[config.mk]
export PLATFORM = sky130hd
export DESIGN_NAME = bus_arbiter
export DESIGN_NICKNAME = d
export VERILOG_FILES = /design/src/design/mini_mcu_pkg.sv /design/src/design/bus_arbiter.sv
export VERILOG_INCLUDE_DIRS = /design/src /design/src/design
export SDC_FILE = /design/constraint.sdc
export NUM_CORES = 1
export LEC_CHECK = 0
export ABC_CLOCK_PERIOD_IN_PS = 2810
export CORE_AREA = 2 2 122 124
export DETAILED_ROUTE_END_ITERATION = 8
export DIE_AREA = 0 0 124 126
export DONT_BUFFER_PORTS = 1
export PLACE_DENSITY = 0.31
export REMOVE_ABC_BUFFERS = 1
export SKIP_CTS_REPAIR_TIMING = 1
export SYNTH_ARGS = -nofsm -noshare
export SYNTH_HDL_FRONTEND = slang
export SYNTH_SLANG_ARGS = --single-unit
[constraint.sdc]
create_clock -name clk_i -period 2.81 [get_ports clk_i]
set_clock_uncertainty 0.15 [all_clocks]
set_input_delay 0.1405 -clock clk_i [delete_from_list [all_inputs] [get_ports clk_i]]
set_output_delay 0.1405 -clock clk_i [all_outputs]
set_load 0.05 [all_outputs]
[src/design/mini_mcu_cfg.svh]
// ==================================================
// widths, RAM size and address map of the mini MCU
// windows must be aligned to their own size
// ==================================================
`ifndef MINI_MCU_CFG_SVH
`define MINI_MCU_CFG_SVH

// bus widths
`define MCU_DATA_W 32
`define MCU_ADDR_W 32

// on-chip RAM, word organized
`define MCU_RAM_BYTES 1024
`define MCU_RAM_BASE 32'h0000_0000

// peripheral window, four word registers
`define MCU_PERIPH_BASE 32'h2000_0000
`define MCU_PERIPH_BYTES 16

`endif

[src/design/mini_mcu_pkg.sv]
// ==================================================
// shared bus types, Wishbone classic only
// ==================================================
`default_nettype none

`include "mini_mcu_cfg.svh"

package mini_mcu_pkg;

  typedef logic [`MCU_DATA_W-1:0] data_t;
  typedef logic [`MCU_ADDR_W-1:0] addr_t;
  typedef logic [`MCU_DATA_W/8-1:0] sel_t;

  // host to slave
  typedef struct packed {
    logic  cyc;
    logic  stb;
    logic  we;
    sel_t  sel;
    addr_t adr;
    data_t dat;
  } wb_req_t;

  // slave to host
  typedef struct packed {
    logic  ack;
    logic  err;
    data_t dat;
  } wb_rsp_t;

  typedef enum logic [1:0] {
    idle,
    grant0,
    grant1
  } arb_state_e;

  // replaces the bytes of old_w whose sel bit is set
  function automatic data_t byte_merge(data_t old_w, data_t new_w, sel_t sel);
    data_t merged;
    merged = old_w;
    for (int b = 0; b < `MCU_DATA_W / 8; b++) begin
      if (sel[b]) begin
        merged[8*b+:8] = new_w[8*b+:8];
      end
    end
    return merged;
  endfunction

endpackage

`default_nettype wire

[src/design/bus_arbiter.sv]
// ==================================================
// two-host round-robin arbiter, grant held for cyc
// bus is free again one cycle after the owner drops cyc
// ==================================================
`default_nettype none

module bus_arbiter
  import mini_mcu_pkg::*;
(
  input  logic    clk_i,
  input  logic    rst_i,
  input  wb_req_t host0_req_i,
  input  wb_req_t host1_req_i,
  output wb_rsp_t host0_rsp_o,
  output wb_rsp_t host1_rsp_o,
  output wb_req_t bus_req_o,
  input  wb_rsp_t bus_rsp_i
);

  arb_state_e state_q;
  arb_state_e state_d;
  logic       last_q;  // set when host 1 had the last grant
  logic       own0;
  logic       own1;

  // ownership, combinational grant out of idle
  always_comb begin
    own0 = 1'b0;
    own1 = 1'b0;
    case (state_q)
      grant0: own0 = 1'b1;
      grant1: own1 = 1'b1;
      default: begin
        if (host0_req_i.cyc && host1_req_i.cyc) begin
          own0 = last_q;
          own1 = !last_q;
        end else begin
          own0 = host0_req_i.cyc;
          own1 = host1_req_i.cyc;
        end
      end
    endcase
  end

  always_comb begin
    state_d = state_q;
    case (state_q)
      idle: begin
        if (own0) begin
          state_d = grant0;
        end else if (own1) begin
          state_d = grant1;
        end
      end
      grant0: if (!host0_req_i.cyc) state_d = idle;
      grant1: if (!host1_req_i.cyc) state_d = idle;
      default: state_d = idle;
    endcase
  end

  always_ff @(posedge clk_i) begin
    if (rst_i) begin
      state_q <= idle;
      last_q  <= 1'b1;
    end else begin
      state_q <= state_d;
      if (state_q == idle && (own0 || own1)) begin
        last_q <= own1;
      end
    end
  end

  assign bus_req_o = own0 ? host0_req_i : (own1 ? host1_req_i : '0);

  // only the owner sees ack and err
  always_comb begin
    host0_rsp_o = bus_rsp_i;
    host1_rsp_o = bus_rsp_i;
    if (!own0) begin
      host0_rsp_o.ack = 1'b0;
      host0_rsp_o.err = 1'b0;
    end
    if (!own1) begin
      host1_rsp_o.ack = 1'b0;
      host1_rsp_o.err = 1'b0;
    end
  end

endmodule

`default_nettype wire

==> out/metrics.yaml <==
final-max-slew-violation-count: 0
tritoncts: "built"
cts-root-to-sink-buffers: 2
max-cap-violations: 0
synthArstFlopShare_pct: 0
synth_top_cell_area_share_pct: 40.4
crit-reg2reg-launch: "state_q[0]$_SDFFE_PP0P_"
die_footprint_um2: 15600
part_of_the_yosys_area_used_for_sequential_elements_pct: 3.85
insertion_delay_ns: 0.22
final_nets: 367
worst_ep_arrival_time_ns: 2.35
ff_latch_area_um2: 60.1
cts_sinks: 3
status: "finished, final reports clean"
critical_path.cell_chain: "inv_1 > ha_1 > nand2b_4 > o21ai_4 > buf_4 > a22o_1 > buf_12"
ys_ff_latch: 3
ys_top_cells_by_area: "sky130_fd_sc_hd__a22o_1, sky130_fd_sc_hd__buf_4, sky130_fd_sc_hd__buf_6"
r2r_setup_slack_ns: 0.72
timing.hold.worst.class: "primary input to register"
synth_area_per_cell_um2: 8.58
synth_area_um2: 1560
fraction_of_the_mapped_netlist_area_in_compound_gates_pct: 45.9
synthFlopType: "sky130_fd_sc_hd__dfxtp_1"
routed_wirelength_um: 11600
gp_congestion: 0.931
floorplan.die.height_um: 126
detail_route.vias_per_cell: 4.15
layout_min_cycle_time_ns: 2.64
xor_xnor_cell_area_share_of_the_yosys_netlist_pct: 0
cellPowerDensity_nw_per_um2: 2050
setup_slack_ns: 0.166
postLayoutCellArea_um2: 2730
timing.setup.critical_path_class: "register to output pin"
dpl_cell_area_um2: 2630
number_of_vias_in_the_routed_layout: 1536
dp_hpwl_um: 10600
post_synth_and_or_nand_nor_area_fraction_pct: 6.09
coreArea_um2: 14300
die_width_um: 124
synth_enable_flop_cells: 0
wire_length_of_the_first_global_routing_pass_um: 13900
ff2ff_path_depth: 7
grt_antenna_before_repair: 2
globalRouteTotalUtil_pct: 13.4
critPathCaptureType: "output pin"
crit_slowest_cell: "sky130_fd_sc_hd__buf_4"
timing.slew.headroom_pct: 65.4
post_synth_fa_ha_maj_area_fraction_pct: 2.40
share_of_synthesized_area_spent_on_multiplexers_pct: 0
drt_first_pass_iters: 4
count_of_routing_violations_after_the_opening_detailed_route_iteration: 81
dpl.cell_count: 364
r2r-end: "last_q$_SDFFE_PP1P_"
multi_input_comb_area_um2: 850
layout_fillers: 1562
detail-route-antenna-nets: 0
grt_pass1_vias: 1515
yosys.area.top_type: "sky130_fd_sc_hd__a22o_1"
syn-instance-count: 182
cp-start-kind: "register"
drc: 0
initial_utilization_pct: 10.9
irDropWorstVdd_uv: 549
cellLeakagePower_uw: 0.00110
tightestPinTransition_ns: 0.519
avgRoutedWirePerCell_um: 31.4
grt_overflow_total: 0
buffer_ports.inserted: 0
period_share_pct: 94.1
netlist-cell-type-count: 23
totalPowerFinal_uw: 5580
synthTopCellsByCount: "sky130_fd_sc_hd__a22o_1, sky130_fd_sc_hd__buf_4, sky130_fd_sc_hd__buf_6"
root_buffer: "sky130_fd_sc_hd__clkbuf_16"
timing.critical_path.from: "state_q[0]$_SDFFE_PP0P_"
h_tree_depth: 1
clkSlewWorstSetupHoldPaths_ns: 0.03
synth_most_common_cell: "sky130_fd_sc_hd__a22o_1"
setup-violations-final: 0
areaGrowthSynthToFinish_pct: 74.5
num_rows: 44
critPathMaxFanout: 47
achievable-frequency_mhz: 378
inserted_clock_buffers: 3
synth_top_family_by_area: "compound AO/OA/AOI/OAI gates"
timing.critical_path.to: "bus_req_o[23]"
finish.cell_count_without_fillers: 370
hold_viol: 0
drive_above_1_share_pct: 46.5
yosysWarnings: 0
place_ws_ns: 0.405
maximum_single_stage_delay_on_the_critical_path_ns: 0.49
io_pins: 317
worstPathRequired_ns: 2.52
grt_setup_unrepaired: "false"
grt_max_degree: 48
[worst min-delay path by stage]
stage / start / end / slack, ns / depth (start not counted)
3_3_place_gp: rst_i / state_q[0]$_SDFFE_PP0P_ / 0.1 / 1
3_5_place_dp: rst_i / state_q[0]$_SDFFE_PP0P_ / 0.10 / 1
5_1_grt: rst_i / state_q[0]$_SDFFE_PP0P_ / 0.11 / 3
2_1_floorplan: rst_i / state_q[0]$_SDFFE_PP0P_ / 0.09 / 1
6_report: rst_i / state_q[0]$_SDFFE_PP0P_ / 0.1 / 3
4_1_cts: rst_i / state_q[0]$_SDFFE_PP0P_ / -0.13 / 1
[per-stage QoR]
step | hold slack (ns) | util (%) | TNS [ns]
floorplan | 0.0875 | - | -14.48
global placement | 0.0952 | 18.4 | 0
detailed placement | 0.103 | 18.4 | 0
CTS | -0.129 | 19.0 | 0
global route | 0.111 | 19.0 | 0
finish | 0.0953 | 19.0 | 0
[critical path, delay by kind of cell, from the launching register on]
family	cells	cell delay, ns
and+or+nand+nor	1	0.18
DFF	1	0.34
adders and majority gates	1	0.38
AOI/OAI and AO/OA	2	0.49
buffers and inverters	3	0.72
[power by group]
part           internal (µW)  switching [µW]
registers               61.9            14.5
clock network            187            37.7
logic                   2370            2910
[state kept, by name, summed over array words and instances (netlist names)]
name and cells:
state_q 2, last_q 1
[cell usage in the layout (no fill, tap or decap), drive strengths merged]
cell type,count
nand2b,1
a32oi,1
nor2b,3
and2b,1
diode,1
clkbuf,4
o31ai,1
a21o,1
a22oi,1
o211a,1
nand2,3
nor2,2
buf,77
inv,4
and2,2
o21ai,3
a22o,72
dfxtp,3
dlygate4sd3,1
ha,3
nor3,1
[metal layers]
layer  GRT usage, %  part of all wire, %  up-vias
met4           1.45                 0.51        2
met2           20.9                   45      219
li1               -                    -      632
met5           3.29                 0.29        -
met1           11.2                   28      675
met3           16.0                   27        8
[cells by family (layout without fill, tap and decap cells)]
family | after synthesis | count (layout)
other | 0 | 1
adder cells (fa/ha/maj) | 3 | 3
flip-flops | 3 | 3
AND/OR/NAND/NOR | 13 | 13
buffers and inverters | 83 | 86
AO/OA/AOI/OAI | 80 | 80
[area by class of cell]
class | instances | share of cell area, %
clock buffers | 4 | 2.89
flip-flops and latches | 3 | 2.20
repair buffers | 78 | 54.6
well taps | 184 | 8.45
multi-input cells | 96 | 31.2
diodes | 1 | 0.0918
inverters | 4 | 0.551
(Power assumes the default switching activity.)
