[config.mk]
export PLATFORM = sky130hd
export DESIGN_NAME = peripheral_subsystem
export DESIGN_NICKNAME = d
export VERILOG_FILES = /design/src/design/mini_mcu_pkg.sv /design/src/design/peripheral_subsystem.sv
export VERILOG_INCLUDE_DIRS = /design/src /design/src/design
export SDC_FILE = /design/constraint.sdc
export NUM_CORES = 1
export LEC_CHECK = 0
export CORE_AREA = 2 2 113 115
export CTS_CLUSTER_DIAMETER = 100
export CTS_CLUSTER_SIZE = 14
export DETAILED_ROUTE_END_ITERATION = 8
export DIE_AREA = 0 0 115 117
export DONT_BUFFER_PORTS = 1
export GPL_TIMING_DRIVEN = 0
export HOLD_SLACK_MARGIN = 0.03
export PLACE_DENSITY_LB_ADDON = 0.05
export SYNTH_ARGS = -nofsm -noshare
export SYNTH_HDL_FRONTEND = slang
export SYNTH_SLANG_ARGS = --single-unit
[constraint.sdc]
create_clock -name clk_i -period 2.8 [get_ports clk_i]
set_input_delay 0.14 -clock clk_i [delete_from_list [all_inputs] [get_ports clk_i]]
set_output_delay 0.14 -clock clk_i [all_outputs]
set_load 0.02 [all_outputs]
[src/design/mini_mcu_cfg.svh]
// ==================================================
// widths, RAM size and address map of the mini MCU
// windows must be aligned to their own size
// ==================================================
`ifndef MINI_MCU_CFG_SVH
`define MINI_MCU_CFG_SVH

// bus widths
`define MCU_DATA_W 32
`define MCU_ADDR_W 32

// on-chip RAM, word organized
`define MCU_RAM_BYTES 1024
`define MCU_RAM_BASE 32'h0000_0000

// peripheral window, four word registers
`define MCU_PERIPH_BASE 32'h2000_0000
`define MCU_PERIPH_BYTES 16

`endif

[src/design/mini_mcu_pkg.sv]
// ==================================================
// shared bus types, Wishbone classic only
// ==================================================
`default_nettype none

`include "mini_mcu_cfg.svh"

package mini_mcu_pkg;

  typedef logic [`MCU_DATA_W-1:0] data_t;
  typedef logic [`MCU_ADDR_W-1:0] addr_t;
  typedef logic [`MCU_DATA_W/8-1:0] sel_t;

  // host to slave
  typedef struct packed {
    logic  cyc;
    logic  stb;
    logic  we;
    sel_t  sel;
    addr_t adr;
    data_t dat;
  } wb_req_t;

  // slave to host
  typedef struct packed {
    logic  ack;
    logic  err;
    data_t dat;
  } wb_rsp_t;

  typedef enum logic [1:0] {
    idle,
    grant0,
    grant1
  } arb_state_e;

  // replaces the bytes of old_w whose sel bit is set
  function automatic data_t byte_merge(data_t old_w, data_t new_w, sel_t sel);
    data_t merged;
    merged = old_w;
    for (int b = 0; b < `MCU_DATA_W / 8; b++) begin
      if (sel[b]) begin
        merged[8*b+:8] = new_w[8*b+:8];
      end
    end
    return merged;
  endfunction

endpackage

`default_nettype wire

[src/design/peripheral_subsystem.sv]
// ==================================================
// GPIO out/en/in and exit registers, word offsets
// gpio_i is synchronized, reads see it two cycles late
// ==================================================
`default_nettype none

`include "mini_mcu_cfg.svh"

module peripheral_subsystem
  import mini_mcu_pkg::*;
(
  input  logic    clk_i,
  input  logic    rst_i,
  input  wb_req_t periph_req_i,
  output wb_rsp_t periph_rsp_o,
  input  data_t   gpio_i,
  output data_t   gpio_o,
  output data_t   gpio_en_o,
  output data_t   exit_value_o,
  output logic    exit_valid_o
);

  localparam addr_t periph_base = `MCU_PERIPH_BASE;
  localparam addr_t periph_size = addr_t'(`MCU_PERIPH_BYTES);

  addr_t      periph_off;
  logic [1:0] reg_idx;
  logic       in_win;
  logic       access;
  logic       wr;
  logic       ack_q;
  logic       err_q;
  data_t      rd_q;
  data_t      gpio_meta_q;
  data_t      gpio_sync_q;

  assign periph_off = periph_req_i.adr - periph_base;
  assign reg_idx    = periph_off[3:2];
  assign in_win     = periph_off < periph_size;
  assign access     = periph_req_i.cyc && periph_req_i.stb && !ack_q && !err_q;
  assign wr         = access && in_win && periph_req_i.we;

  always_ff @(posedge clk_i) begin
    gpio_meta_q <= gpio_i;
    gpio_sync_q <= gpio_meta_q;
  end

  always_ff @(posedge clk_i) begin
    if (rst_i) begin
      ack_q        <= 1'b0;
      err_q        <= 1'b0;
      gpio_o       <= '0;
      gpio_en_o    <= '0;
      exit_value_o <= '0;
      exit_valid_o <= 1'b0;
    end else begin
      ack_q <= access && in_win;
      err_q <= access && !in_win;
      if (wr) begin
        case (reg_idx)
          2'd0: gpio_o <= byte_merge(gpio_o, periph_req_i.dat, periph_req_i.sel);
          2'd1: gpio_en_o <= byte_merge(gpio_en_o, periph_req_i.dat, periph_req_i.sel);
          2'd3: begin
            exit_value_o <= byte_merge(exit_value_o, periph_req_i.dat, periph_req_i.sel);
            exit_valid_o <= 1'b1;
          end
          // gpio_in is read-only
          default: ;
        endcase
      end
    end
  end

  // read data captured on the acknowledging edge
  always_ff @(posedge clk_i) begin
    if (access) begin
      case (reg_idx)
        2'd0: rd_q <= gpio_o;
        2'd1: rd_q <= gpio_en_o;
        2'd2: rd_q <= gpio_sync_q;
        default: rd_q <= exit_value_o;
      endcase
    end
  end

  assign periph_rsp_o.ack = ack_q;
  assign periph_rsp_o.err = err_q;
  assign periph_rsp_o.dat = rd_q;

endmodule

`default_nettype wire

==> flow_metrics.py <==
metrics = {
    "route": {
        "drt_wl_total_mm": 18.5,
        "via_per_inst": 5.82,
        "wl_per_cell_um": 23.6,
        "remaining_drc_errors": 0,
        "postRouteAntennaNets": 0,
        "via_count": 4570,
        "drt-initial-drc-count": 246,
        "dr.pass1.iters": 4,
    },
    "final_layout": {
        "multi_input_area_sq_mm": 0.00306,
        "areaGrowthSynthToFinish_pct": 20.6,
        "nFillCells": 833,
        "regArea_sq_mm": 0.00422,
        "fin_util": 0.728,
        "nNetsFinal": 729,
        "drive_gt1_frac": 0.148,
        "fin_cells": 785,
        "diodes": 0,
        "design_area_sq_mm": 0.00896,
    },
    "logic_synthesis": {
        "synth-seq-cells": 195,
        "synth_cell_types": 29,
        "yosys_warnings": 0,
        "synthMuxAreaShare": 0.226,
        "synth-compound-area-share": 0.00219,
        "synth_top_cell_area_share": 0.439,
        "synthAdderAreaFrac": 0.00168,
        "syn-instance-count": 532,
        "netlist_top_cells_area": "dfxtp_1 44%, mux2i_1 13%, edfxtp_1 13%",
        "synthXorXnorAreaFrac": 0.00118,
        "synth_top_cell_by_area": "dfxtp_1",
        "synthSimpleGateAreaFrac": 0.181,
        "synth_ff_type": "dfxtp_1",
        "synth_top_family_by_area": "multiplexers",
        "syn_area_sq_mm": 0.00743,
        "async_flop_share": 0,
        "syn_avg_cell_area_sq_um": 14.0,
        "ys_seq_area_frac": 0.568,
        "synth_edf_count": 32,
        "yosys.cell_count.top_type": "dfxtp_1",
        "ys_top_cells_by_count": "163 x dfxtp_1, 128 x nand2b_1, 96 x mux2i_1, 32 x edfxtp_1, 32 x mux4_2",
        "syn_nets": 638,
    },
    "floorplan": {
        "start_util": 0.604,
        "fp-row-count": 41,
        "coreArea_sq_mm": 0.0123,
        "io_pins": 236,
        "die_x_um": 115,
        "die_h_um": 117,
        "dieArea_sq_mm": 0.0135,
    },
    "critical_path": {
        "cp-end-kind": "register",
        "start_kind": "input port",
        "cp_max_fo": 2,
        "timing.critical_path.arrival_ns": 2.88,
        "path_class": "in -> reg",
        "cp.required_ns": 3.18,
    },
    "placed_design": {
        "place_hpwl_mm": 12.5,
        "port_buffers": 0,
        "postPlaceCellArea_sq_mm": 0.00764,
        "gp_congestion": 0.804,
        "dp.cells": 683,
    },
    "sta": {
        "slew_violations": 0,
        "relSlewSlack": 0.356,
        "period_share": 0.895,
        "min_period_ns": 2.50,
        "tightest_slew_ns": 0.966,
        "clock.fmax_mhz": 399,
        "fin_skew_ns": 0.00603,
        "rsz0062_at_grt": "no",
        "finalSetupViolations": 0,
        "hold_violations": 0,
    },
    "global_route": {
        "grt_pass1_vias": 4872,
        "grt_pass1_wl_mm": 27.5,
        "grt_use_total": 0.280,
        "grtUsageMet3": 0.117,
        "met1_usage": 0.321,
        "globalRouteMet2Util": 0.476,
        "overflow": 0,
        "antenna_found_initial": 0,
        "top_usage_layer": "met2",
        "grt_max_degree": 26,
    },
    "clock_tree": {
        "post_cts_resized": 0,
        "cts_sinks": 195,
        "clk-insertion-delay-late_ns": 0.43,
        "cts_tree": "done",
        "htreeDepth": 4,
        "cts_made_buffers": 17,
        "cts.reportedPaths.clkPinSlew_ns": 0.07,
        "cts_buffer_depth": 2,
        "cts.root.buffer_cell": "clkbuf_16",
    },
    "power": {
        "netSwitchingFraction": 0.204,
        "p_switching_mw": 1.18,
        "ir_drop_mv": 0.394,
        "pwr-share-comb": 0.051,
        "leakagePower_nw": 3.77,
        "pwr-share-clk": 0.439,
        "power_density_mw_per_mm2": 644,
        "total_power_mw": 5.78,
        "seqPwrFrac": 0.510,
        "p_int_mw": 4.60,
    },
    "status": {
        "outcome": "completed",
    },
    "min_path": {
        "hp-class": "in -> reg",
    },
    "flow_run": {
        "drv_cap": 0,
    },
}
what timing repair did:
item                       CTS  global route
setup endpoints to repair    0             1
buffers inserted             0             1
hold buffers                70             0
hold endpoints to repair   130             0
flip-flops by register name (all words and copies together) (netlist names):
name / cells
exit_value_o: 32
gpio_en_o: 32
gpio_meta_q: 32
gpio_o: 32
gpio_sync_q: 32
rd_q: 32
ack_q: 1
err_q: 1
exit_valid_o: 1
worst max-delay path, cell delays in order:
cell and delay, ns:
dlygate4sd3_1 0.57, nor4_4 0.17, dlygate4sd3_1 0.64, nand4_4 0.08, dlygate4sd3_1 0.57, nor4_1 0.15, dlygate4sd3_1 0.57
final timing paths:
kind / start / to / slack [ns] / depth (start not counted)
max: periph_req_i[37] / ack_q$_SDFF_PP0_ / 0.30 / 7
min: periph_req_i[68] / gpio_o[30]$_SDFFE_PP0P_ / 0.08 / 3
max reg2reg: ack_q$_SDFF_PP0_ / gpio_o[20]$_SDFFE_PP0P_ / 0.67 / 7
min reg2reg: gpio_meta_q[20]$_DFF_P_ / gpio_sync_q[20]$_DFF_P_ / 0.33 / 0
logic make-up (layout without fill, tap and decap cells):
group                      count (synthesis)  after routing
AOI/OAI and AO/OA                          2              2
xor gates and xnor gates                   1              1
adders and majority gates                  1              1
buffers and inverters                     31            134
DFF                                      195            195
muxes                                    128            128
and+or+nand+nor                          174            174
placed cells by master (no fill, tap or decap), types with 4 or more instances in the layout:
cell type,Yosys,final
nor2_1,7,7
mux4_2,32,32
nor4_4,5,5
nand4_4,10,10
clkbuf_1,17,19
nor3_4,4,4
nand4_1,4,4
edfxtp_1,32,32
clkbuf_16,0,17
mux2i_1,96,96
clkinv_2,0,4
bufinv_16,0,4
nand2b_1,128,128
buf_4,3,4
nand2_1,4,4
dfxtp_1,163,163
and3_1,4,4
dlygate4sd3_1,0,70
power groups by stage:
stage               logic (mW)  registers [mW]  clock network, mW
global route             0.315            2.95               2.68
detailed placement       0.218            3.01                  0
global placement         0.209            3.01                  0
finish                   0.294            2.94               2.54
CTS                      0.295            2.94               2.55
floorplan                0.155            3.00                  0
routing by layer:
metal  vias up  routed length [um]
li1       2076                   -
met1      2287                7060
met2       176                9320
met3        31                1730
met4         0                 388
met5         -                   0
cell type report:
class,instances,share of cell area
timing repair buffer,72,0.0812
sequential,195,0.471
inverter,3,0.00126
tap,150,0.0209
clock inverter,10,0.0174
buffer,28,0.0151
multi-input combinational,306,0.341
clock buffer,21,0.0514
metrics by stage:
step                worst slack [ns]  hold slack, ns  TNS, ns
floorplan                      0.642           0.168        0
global placement              -0.239           0.168   -16.02
detailed placement             0.644           0.168        0
CTS                            0.123          0.0742        0
global route                   0.160          0.0725        0
finish                         0.295          0.0750        0
Power figures use the tool's default switching activity.
