===== config.mk =====
export PLATFORM = sky130hd
export DESIGN_NAME = system_bus
export DESIGN_NICKNAME = d
export VERILOG_FILES = /design/src/design/mini_mcu_pkg.sv /design/src/design/system_bus.sv
export VERILOG_INCLUDE_DIRS = /design/src /design/src/design
export SDC_FILE = /design/constraint.sdc
export NUM_CORES = 1
export LEC_CHECK = 0
export BUFFER_PORTS_ARGS = -buffer_cell sky130_fd_sc_hd__buf_2
export CORE_AREA = 5 5 120 122
export CTS_CLUSTER_SIZE = 12
export DETAILED_ROUTE_END_ITERATION = 10
export DIE_AREA = 0 0 125 127
export GPL_TIMING_DRIVEN = 0
export PLACE_DENSITY = 0.5
export SLEW_MARGIN = 20
export SYNTH_ARGS = -nofsm -noshare
export SYNTH_HDL_FRONTEND = slang
export SYNTH_SLANG_ARGS = --single-unit

===== constraint.sdc =====
create_clock -name clk_i -period 6.7 [get_ports clk_i]
set_input_delay 1.34 -clock clk_i [delete_from_list [all_inputs] [get_ports clk_i]]
set_output_delay 1.34 -clock clk_i [all_outputs]
set_load 0.1 [all_outputs]

===== src/design/mini_mcu_cfg.svh =====
// ==================================================
// widths, RAM size and address map of the mini MCU
// windows must be aligned to their own size
// ==================================================
`ifndef MINI_MCU_CFG_SVH
`define MINI_MCU_CFG_SVH

// bus widths
`define MCU_DATA_W 32
`define MCU_ADDR_W 32

// on-chip RAM, word organized
`define MCU_RAM_BYTES 1024
`define MCU_RAM_BASE 32'h0000_0000

// peripheral window, four word registers
`define MCU_PERIPH_BASE 32'h2000_0000
`define MCU_PERIPH_BYTES 16

`endif


===== src/design/mini_mcu_pkg.sv =====
// ==================================================
// shared bus types, Wishbone classic only
// ==================================================
`default_nettype none

`include "mini_mcu_cfg.svh"

package mini_mcu_pkg;

  typedef logic [`MCU_DATA_W-1:0] data_t;
  typedef logic [`MCU_ADDR_W-1:0] addr_t;
  typedef logic [`MCU_DATA_W/8-1:0] sel_t;

  // host to slave
  typedef struct packed {
    logic  cyc;
    logic  stb;
    logic  we;
    sel_t  sel;
    addr_t adr;
    data_t dat;
  } wb_req_t;

  // slave to host
  typedef struct packed {
    logic  ack;
    logic  err;
    data_t dat;
  } wb_rsp_t;

  typedef enum logic [1:0] {
    idle,
    grant0,
    grant1
  } arb_state_e;

  // replaces the bytes of old_w whose sel bit is set
  function automatic data_t byte_merge(data_t old_w, data_t new_w, sel_t sel);
    data_t merged;
    merged = old_w;
    for (int b = 0; b < `MCU_DATA_W / 8; b++) begin
      if (sel[b]) begin
        merged[8*b+:8] = new_w[8*b+:8];
      end
    end
    return merged;
  endfunction

endpackage

`default_nettype wire


===== src/design/system_bus.sv =====
// ==================================================
// address decoder for RAM and peripheral windows
// unmapped accesses get err one cycle after stb
// ==================================================
`default_nettype none

`include "mini_mcu_cfg.svh"

module system_bus
  import mini_mcu_pkg::*;
(
  input  logic    clk_i,
  input  logic    rst_i,
  input  wb_req_t bus_req_i,
  output wb_rsp_t bus_rsp_o,
  output wb_req_t ram_req_o,
  input  wb_rsp_t ram_rsp_i,
  output wb_req_t periph_req_o,
  input  wb_rsp_t periph_rsp_i
);

  localparam addr_t ram_base = `MCU_RAM_BASE;
  localparam addr_t ram_size = addr_t'(`MCU_RAM_BYTES);
  localparam addr_t periph_base = `MCU_PERIPH_BASE;
  localparam addr_t periph_size = addr_t'(`MCU_PERIPH_BYTES);

  addr_t ram_off;
  addr_t periph_off;
  logic  ram_hit;
  logic  periph_hit;
  logic  unmapped;
  logic  err_q;

  // offset compare avoids a lower bound check
  assign ram_off    = bus_req_i.adr - ram_base;
  assign periph_off = bus_req_i.adr - periph_base;
  assign ram_hit    = ram_off < ram_size;
  assign periph_hit = periph_off < periph_size;
  assign unmapped   = !ram_hit && !periph_hit;

  always_comb begin
    ram_req_o        = bus_req_i;
    ram_req_o.cyc    = bus_req_i.cyc && ram_hit;
    ram_req_o.stb    = bus_req_i.stb && ram_hit;
    periph_req_o     = bus_req_i;
    periph_req_o.cyc = bus_req_i.cyc && periph_hit;
    periph_req_o.stb = bus_req_i.stb && periph_hit;
  end

  // one-shot error, cannot repeat within one strobe
  always_ff @(posedge clk_i) begin
    if (rst_i) begin
      err_q <= 1'b0;
    end else begin
      err_q <= bus_req_i.cyc && bus_req_i.stb && unmapped && !err_q;
    end
  end

  always_comb begin
    bus_rsp_o.ack = ram_rsp_i.ack || periph_rsp_i.ack;
    bus_rsp_o.err = ram_rsp_i.err || periph_rsp_i.err || err_q;
    if (ram_hit) begin
      bus_rsp_o.dat = ram_rsp_i.dat;
    end else if (periph_hit) begin
      bus_rsp_o.dat = periph_rsp_i.dat;
    end else begin
      bus_rsp_o.dat = '0;
    end
  end

endmodule

`default_nettype wire


==> results by group, run 1 <==
STA
  – Setup tns final: 0 ns
  – Slew of the pin with the lowest slew margin: 0.978 ns
  – RSZ-0062 raised after global routing: no
  – Fin. Hold Viols: 0
  – Max-slew violation count: 0
  – Max-slew headroom: 0.342
  – Worst Setup Slack, final: roughly 1.4 ns
  – Fin Clk Skew: 0 ns
  – Crit path time final: 5.30 ns
  – Period Utilization, post-route: 0.790
  – F_max: 189 MHz
  – Finish-stage setup viols: 0

Worst setup path
  – Reg2reg path depth: 1
  – Worst setup path class: in2out
  – Worst-path fanout max: 10
  – FF-to-FF Start: err_q
  – Type of origin of the critical path: primary input
  – Required @ worst endpoint: 5.36 ns
  – Critical Path AT: 3.96 ns
  – Register-to-register path setup slack: 6.01 ns
  – Setup crit end kind: output port
  – Critical R2R Capture: err_q

Power
  – Pleak: between 0.0015 and 0.002 uW
  – VDD IR max: 0.0653 mV
  – Pwr/cell area: 138 nW/um2

GRT
  – GRT Total Usage: 0.0979
  – Vias in the first global route: 2640
  – Initial antenna violation count: 0
  – GRT Residual Overflow: 0
  – Pin count of the biggest net entering global routing: 11
  – Global-route wire length before repair: 13300 um

Clock tree
  – Clk Latency, worst-skew pair: 0 ns
  – Hold_buf cts: 0
  – Post_cts resized: 0
  – Post-CTS Setup Repair Bufs: 0
  – Clock transition at the registers of the reported paths: 0 ns

Logic synthesis
  – Compound-Gate Fraction of Synth Area: 0.109
  – #FFs+latches synth: 1
  – Simple-Gate Fraction of Synth Area: 0.265
  – Mapped Nets: 415
  – FFs w/ async S/R, synth: 0
  – Synth warn: 0
  – Largest family of logic cells by synthesized area: buffers and inverters
  – Mapped Avg Cell Area: 6.82 um2
  – Register area share after synthesis: 0.0108
  – Post-synth top area cell: buf_4
  – Xor and xnor fraction of the mapped netlist area: 0.00470
  – Cell variety after synth: 27
  – Predominant post-synthesis flop cell: dfxtp_1
  – Synth top area cells: buf_4, nand2_1, a21oi_1, nand3_1, nand3_2
  – Post-synthesis adder-cell area fraction: 0.00672
  – Post-Syn Instances: 273
  – Yosys top cell area share: 0.556
  – Mux contribution to synthesized area: 0
  – Syn Std Cell Area: 1860 um2
  – Post-synth EDFFs: 0

Detailed routing
  – Post-Route WL: 8940 um
  – DRC violations left: 0
  – Initial DRC Count: 58
  – Post-route ant nets: 0
  – Vias post-DR: 2581
  – DRT Pass-1 Iters: 4
  – Drt via density: 3.56
  – Routed len/inst: 12.4 um

Min path
  – HP Start: err_q
  – Hold EP: err_q
  – Min-Delay Path Depth: 1
  – Worst Hold Class: reg2reg

Floorplanning
  – Row count: 42
  – Die footprint: 15900 um2
  – I/O pins: 317
  – Die H: 127 um
  – DIE WIDTH: 125 um
  – Starting density of the core: 0.142
  – Core box area: 13100 um2

Layout
  – Top reg by flops: err_q
  – Max reg flops: 1
  – Multi-input logic area: about 720 um2
  – Largest regs: err_q (1)
  – Filler instances: 1490
  – Antenna diodes: 0
  – Share of cells above drive strength 1: 0.812
  – Fin nets: around 700
  – Register area: 20.0 um2
  – Area Overhead vs Synth: 85.8%

Placed design
  – Number of port buffers: around 280
  – Gpl congestion: 0.788
  – Post-Place Worst Slack: around 1.3 ns
  – Final HPWL DP: a little over 8000 um

Flow run
  – Max Cap Viol: 0

Status
  – Status: completed
cell usage in the layout, fill, tap and decap left out, types with 2 or more instances in the layout:
cell type,n
a21oi_1,22
a21oi_2,10
and3_1,2
and3_2,2
buf_2,277
buf_4,138
buf_6,4
clkbuf_1,7
inv_1,2
nand2_1,33
nand3_1,22
nand3_2,10
nor4_1,4
or3_1,2
metrics by stage:
step	std cells	hold WS [ns]	power (uW)	instance area, um2	utilization
after floorplan	273	0.390	406	1860	-
after global placement	724	0.435	481	3460	0.264
after detailed placement	724	0.436	481	3460	0.264
after CTS	724	0.436	481	3460	0.264
after global routing	724	0.437	494	3460	0.264
final	724	0.437	479	3460	0.264
cells in the mapped netlist, types with 4 or more instances:
library cell  count
buf_6             4
nand2_1          33
nand3_2          10
a21oi_1          22
buf_4           138
a21oi_2          10
clkbuf_1          7
nor4_1            4
nand3_1          22
per-layer routing:
metal,up-vias,global-route usage,share of wire
met5,-,0,0
met1,1074,0.107,0.36
met2,184,0.191,0.52
li1,1317,-,-
met3,6,0.0309,0.12
met4,0,0.00829,0.0095
kinds of logic after synthesis:
| logic type | Yosys count |
|---|---|
| XOR/XNOR | 1 |
| adder cells (fa/ha/maj) | 1 |
| AND/OR/NAND/NOR | 84 |
| AO/OA/AOI/OAI | 33 |
| flip-flops | 1 |
| buffers and inverters | 153 |
power by group:
group	switching [uW]	total (uW)	internal, uW
combinational	371	472	101
clock	0	0	0
sequential	0.157	6.49	6.33
critical path, cell delays in order:
cell	delay, ns
buf_2	0.11
or3_1	0.45
nor4_2	0.76
clkbuf_1	0.49
nand2_1	0.17
a21oi_1	0.16
buf_2	0.45
cell type report:
cell class / instances / area share
Buffer: 151 / 0.323
Tap cell: 176 / 0.0637
Multi-Input combinational cell: 119 / 0.207
Timing Repair Buffer: 275 / 0.398
Sequential cell: 1 / 0.00579
Inverter: 2 / 0.00217
how the worst max path moves through the flow:
stage,start,endpoint,slack (ns),depth (start not counted)
2_1_floorplan,bus_req_i[38],bus_rsp_o[11],1.30,5
3_3_place_gp,bus_req_i[60],bus_rsp_o[30],1.33,7
3_5_place_dp,bus_req_i[60],bus_rsp_o[30],1.31,7
4_1_cts,bus_req_i[60],bus_rsp_o[30],1.29,7
5_1_grt,bus_req_i[60],bus_rsp_o[30],1.18,7
6_report,bus_req_i[60],bus_rsp_o[30],1.40,7
No activity file was read; power rests on OpenSTA's default activity.
==> run 2: changes to the inputs <==
- ABC_AREA: default -> 1
- CORE_AREA: 5 5 120 122 -> 5 5 119 121
- DIE_AREA: 0 0 125 127 -> 0 0 124 126
- PLACE_DENSITY: 0.5 -> 0.57
- clock period: 6.7 -> 4.4 ns (I/O delays scaled with it)
==> results by group, run 2 <==
Status
  – Status: completed

STA
  – Max-slew violation count: 0 (unchanged)
  – Slew of the pin with the lowest slew margin: 0.512 ns (-0.466 ns)
  – Fin. Hold Viols: 0 (unchanged)
  – F_max: 286 MHz
  – Max-slew headroom: 0.661 (+0.319)
  – RSZ-0062 raised after global routing: no
  – Finish-stage setup viols: 0 (unchanged)
  – Setup tns final: 0 ns (unchanged)
  – Period Utilization, post-route: 0.795
  – Crit path time final: 3.50 ns
  – Fin Clk Skew: 0 ns (unchanged)

Logic synthesis
  – FFs w/ async S/R, synth: 0 (unchanged)
  – Post-Syn Instances: 399 (+46%)
  – Register area share after synthesis: 0.00871 (-0.00205)
  – Post-synth top area cell: buf_4
  – Synth warn: 0 (unchanged)
  – Post-synth EDFFs: 0 (unchanged)
  – Synth top area cells: buf_4, nand2_1, nand4_1, inv_1, nand3_1
  – Most common cell in the netlist: buf_4
  – Predominant post-synthesis flop cell: dfxtp_1
  – Yosys top cell area share: 0.457 (-0.0994)
  – Mapped Avg Cell Area: 5.76 um2 (-15%)
  – Mapped Nets: 541 (+30%)
  – Cell variety after synth: 20 (-26%)
  – Commonest cells post-synth: buf_4, nand2_1, inv_1
  – #FFs+latches synth: 1 (unchanged)
  – Syn Std Cell Area: 2300 um2 (+24%)

Clock tree
  – Clock transition at the registers of the reported paths: 0 ns (unchanged)
  – Clk Latency, worst-skew pair: 0 ns (unchanged)
  – Hold_buf cts: 0 (unchanged)
  – Post-CTS Setup Repair Bufs: 0 (unchanged)
  – Post_cts resized: 0 (unchanged)

Power
  – Power share of the clock group: 0 (unchanged)
  – P_sw: 579 uW (+56%)
  – Pwr/cell area: 193 nW/um2 (+39%)
  – P_int: 172 uW (+59%)
  – Logic gate share of total power: 0.987 (about the same)
  – Sequential power share: 0.013 (about the same)
  – Pleak: 0.00272 uW (+40%)
  – Sw frac: 0.771 (-0.00347)
  – VDD IR max: 0.130 mV (+99%)

Layout
  – Finished Core Util: 0.300 (+0.0359)
  – Most frequent cells in the layout: buf_2, buf_4, nand2_1
  – Fin nets: 818 (+18%)
  – Non-filler cells, final: 850 (+17%)
  – Largest regs: err_q (1)
  – Filler instances: 1534 (+3.0%)
  – Antenna diodes: 0 (unchanged)
  – Max reg flops: 1 (unchanged)
  – Area Overhead vs Synth: 69.4%
  – Top reg by flops: err_q
  – Commonest non-fill, non-tap cell in the layout: buf_2
  – Share of cells above drive strength 1: 0.662 (-0.150)

Floorplanning
  – Core box area: 13000 um2 (-0.80%)
  – DIE WIDTH: 124 um (-0.80%)
  – Starting density of the core: 0.177 (+0.0349)
  – Die footprint: 15600 um2 (-1.6%)
  – Row count: 42 (unchanged)
  – Die H: 126 um (-0.79%)
  – I/O pins: 317 (unchanged)

Worst setup path
  – Type of origin of the critical path: primary input
  – Critical Path AT: 2.62 ns (-1.34 ns)
  – Setup crit end kind: output port
  – Worst-path fanout max: 10 (unchanged)
  – Required @ worst endpoint: 3.52 ns (-1.84 ns)
  – Worst setup path class: in2out

Detailed routing
  – Drt via density: 3.63 (+1.9%)
  – Vias post-DR: 3088 (+20%)
  – DRC violations left: 0 (unchanged)
  – Routed len/inst: 12.2 um (-1.3%)
  – Post-route ant nets: 0 (unchanged)
  – DRT Pass-1 Iters: 4 (unchanged)
  – Post-Route WL: 10400 um (+16%)
  – Initial DRC Count: 50 (-14%)

GRT
  – Vias in the first global route: 3002 (+14%)
  – GRT Total Usage: 0.117 (+0.0190)
  – GRT Residual Overflow: 0 (unchanged)
  – Initial antenna violation count: 1 (+1)
  – Pin count of the biggest net entering global routing: 11 (unchanged)
  – Global-route wire length before repair: 15100 um (+14%)

Flow run
  – Max Cap Viol: 0 (unchanged)

Placed design
  – Gpl congestion: 0.782 (-0.80%)
  – Number of port buffers: 275 (unchanged)
  – Placed Instances: 850 (+17%)
  – Final HPWL DP: 9160 um (+13%)

Min path
  – Worst Hold Class: reg2reg
[run 2: changes by cell type after synthesis, sizes merged, moves of 7 or more]
| cell | before | now |
|---|---|---|
| nand2 | 33 | 88 |
| clkbuf | 7 | 0 |
| buf | 144 | 156 |
| nand4 | 1 | 32 |
| a21oi | 32 | 0 |
| inv | 2 | 54 |
| nor2 | 0 | 27 |
[run 2: through the flow]
step | total power, uW | instance area, um2 | hold slack, ns | setup slack [ns]
2_1_floorplan | 638 | 2300 | 0.472 | 0.597
3_5_place_dp | 753 | 3900 | 0.534 | 0.860
4_1_cts | 755 | 3900 | 0.536 | 0.857
5_1_grt | 778 | 3900 | 0.566 | 0.730
3_3_place_gp | 751 | 3900 | 0.538 | 0.873
6_report | 751 | 3900 | 0.531 | 0.902
[run 2: cell type report]
cell class	count	area [um2]	area share
repair buffers	275	1380	0.353
plain buffers	156	1160	0.298
multi-input cells	188	917	0.235
well taps	176	220	0.0565
inverters	54	203	0.0520
flip-flops and latches	1	20.0	0.00514
[run 2: worst paths after layout]
kind            startpoint           end  slack (ns)  cells past startpoint
max reg2reg          err_q         err_q        3.61                      3
max          bus_req_i[61]  bus_rsp_o[8]        0.90                     11
min                  err_q         err_q        0.53                      3
min reg2reg          err_q         err_q        0.53                      3
[run 2: worst max-delay path, stage by stage]
cell	delay, ns
buf_2	0.14
inv_1	0.05
ha_1	0.29
nand2_1	0.06
nor2_1	0.09
nand2_1	0.13
nor2_8	0.19
buf_8	0.17
nand3_2	0.08
nand2_1	0.08
buf_2	0.43
[run 2: power groups by stage]
stage	clock network (uW)	registers (uW)	logic (uW)
2_1_floorplan	0	9.75	629
3_3_place_gp	0	9.89	741
3_5_place_dp	0	9.87	744
4_1_cts	0	9.88	745
5_1_grt	0	9.93	768
6_report	0	9.87	741
[run 2: cells by family after synthesis]
kind of cell / after synthesis / share of synthesized area
simple gates: 187 / 0.393
fa+ha+maj: 1 / 0.00544
flops: 1 / 0.00871
buf+inv: 210 / 0.592
[run 2: metal layers]
layer,GRT usage,routed length [um]
met1,0.145,4140
met2,0.220,5230
met3,0.0175,919
met4,0.00709,72
met5,0,7
==> run 3: changes to the inputs <==
- ABC_AREA: 1 -> 0
- CORE_AREA: 5 5 119 121 -> 5 5 120 122
- DIE_AREA: 0 0 124 126 -> 0 0 125 127
- PLACE_DENSITY: 0.57 -> 0.52
- clock period: 4.4 -> 3.1 ns (I/O delays scaled with it)
==> results by group, run 3 (same netlist as run 1, synthesis figures left out) <==
STA
  – Max-slew violation count: 0 (unchanged)
  – RSZ-0062 raised after global routing: yes
  – Slew of the pin with the lowest slew margin: 0.547 ns (+0.0352 ns)
  – Finish-stage setup viols: 0 (unchanged)
  – Setup tns final: 0 ns (unchanged)
  – Fin Clk Skew: 0 ns (unchanged)
  – Max-slew headroom: 0.635 (-0.0258)
  – Crit path time final: 3.03 ns
  – F_max: 330 MHz
  – Fin. Hold Viols: 0 (unchanged)
  – Period Utilization, post-route: 0.978

GRT
  – Pin count of the biggest net entering global routing: 14 (+3)
  – GRT Total Usage: 0.106 (-0.0106)
  – GRT Residual Overflow: 0 (unchanged)
  – Global-route wire length before repair: 14400 um (-4.8%)
  – Vias in the first global route: 2986 (-0.53%)
  – Initial antenna violation count: 0 (-1)

Power
  – Pleak: 0.00204 uW (-25%)
  – VDD IR max: 0.151 mV (+16%)
  – Pwr/cell area: 251 nW/um2 (+30%)

Detailed routing
  – DRC violations left: 0 (unchanged)
  – Post-Route WL: 9710 um (-6.3%)
  – DRT Pass-1 Iters: 4 (unchanged)
  – Post-route ant nets: 0 (unchanged)
  – Initial DRC Count: 17 (-66%)
  – Drt via density: 3.73 (+2.7%)
  – Vias post-DR: 2719 (-12%)
  – Routed len/inst: 13.3 um (+9.3%)

Worst setup path
  – Setup crit end kind: output port
  – Worst setup path class: in2out
  – Reg2reg path depth: 1 (-2)
  – Worst-path fanout max: 10 (unchanged)
  – FF-to-FF Start: err_q
  – Register-to-register path setup slack: 2.45 ns (-1.16 ns)
  – Critical R2R Capture: err_q
  – Critical Path AT: 2.41 ns (-0.21 ns)
  – Required @ worst endpoint: 2.48 ns (-1.04 ns)
  – Type of origin of the critical path: primary input

Layout
  – Fin nets: 697 (-15%)
  – Largest regs: err_q (1)
  – Finished Core Util: 0.317 (+0.0170)
  – Design Area, Final: 4150 um2 (+6.5%)
  – Share of cells above drive strength 1: 0.873 (+0.212)
  – Non-filler cells, final: 729 (-14%)
  – Most frequent cells in the layout: buf_2, buf_4, nand2_1
  – Commonest non-fill, non-tap cell in the layout: buf_2
  – Max reg flops: 1 (unchanged)
  – Top reg by flops: err_q
  – Area Overhead vs Synth: 123%
  – Antenna diodes: 0 (unchanged)

Floorplanning
  – DIE WIDTH: 125 um (+0.81%)
  – Die footprint: 15900 um2 (+1.6%)
  – Die H: 127 um (+0.79%)
  – Starting density of the core: 0.142 (-0.0349)
  – Row count: 42 (unchanged)
  – I/O pins: 317 (unchanged)
  – Core box area: 13100 um2 (+0.81%)

Placed design
  – Placed Area: 3790 um2 (-2.7%)
  – Final HPWL DP: 8840 um (-3.6%)
  – Placed Instances: 724 (-15%)
  – Number of port buffers: 275 (unchanged)
  – Gpl congestion: 0.764 (-2.3%)

Flow run
  – Max Cap Viol: 0 (unchanged)

Min path
  – HP Start: err_q
  – Min-Delay Path Depth: 1 (-2)
  – Hold EP: err_q
  – Worst Hold Class: reg2reg

Status
  – Status: completed

Clock tree
  – Clk Latency, worst-skew pair: 0 ns (unchanged)
  – Clock transition at the registers of the reported paths: 0 ns (unchanged)
## run 3: through the flow
step / total power [uW] / hold WS, ns / worst slack [ns]
final: 1040 / 0.407 / 0.0678
after global routing: 1070 / 0.415 / -0.0102
after CTS: 1050 / 0.408 / 0.000305
after detailed placement: 1040 / 0.408 / -0.816
after global placement: 1040 / 0.403 / -0.993
after floorplan: 879 / 0.390 / 0.0260
## run 3: final cells by class
type | count | area (um2)
buffer | 149 | 1120
fill | 1419 | 8930
multi-input combinational | 119 | 1070
timing repair buffer | 282 | 1710
inverter | 2 | 7.51
tap | 176 | 220
sequential | 1 | 20.0
## run 3: timing repair
item | in CTS | in global routing
gates resized for setup | 51 | 43
hold buffers | 0 | 0
setup endpoints to repair | 36 | 31
endpoints found under the hold margin | 0 | 0
setup buffers | 7 | 0
pin swaps | 3 | 0
## run 3: worst max-delay path by stage
stage / from / endpoint / slack (ns) / depth (start not counted)
5_1_grt: bus_req_i[38] / bus_rsp_o[23] / -0.01 / 8
3_3_place_gp: bus_req_i[60] / bus_rsp_o[6] / -0.99 / 7
6_report: bus_req_i[38] / bus_rsp_o[12] / 0.07 / 8
4_1_cts: bus_req_i[38] / bus_rsp_o[26] / 0.0003 / 8
2_1_floorplan: bus_req_i[60] / bus_rsp_o[10] / 0.03 / 5
3_5_place_dp: bus_req_i[44] / bus_rsp_o[14] / -0.82 / 6
## run 3: where the power goes
part           switching, uW  total (uW)  internal (uW)
registers              0.230        13.9           13.7
clock network              0           0              0
logic                    806        1030            221
## run 3: worst max-delay path: stages
cell	delay, ns
buf_2	0.11
or4_4	0.54
nor4_4	0.27
buf_4	0.19
buf_6	0.14
nand3_1	0.13
a21oi_4	0.20
buf_12	0.19
## run 3: layer usage
layer  GRT usage  up-vias  wire length (um)
met2       0.221      194              5310
met1       0.104     1194              3140
li1            -     1325                 -
met3      0.0384        6              1180
met4     0.00638        0                87
met5           0        -                 0
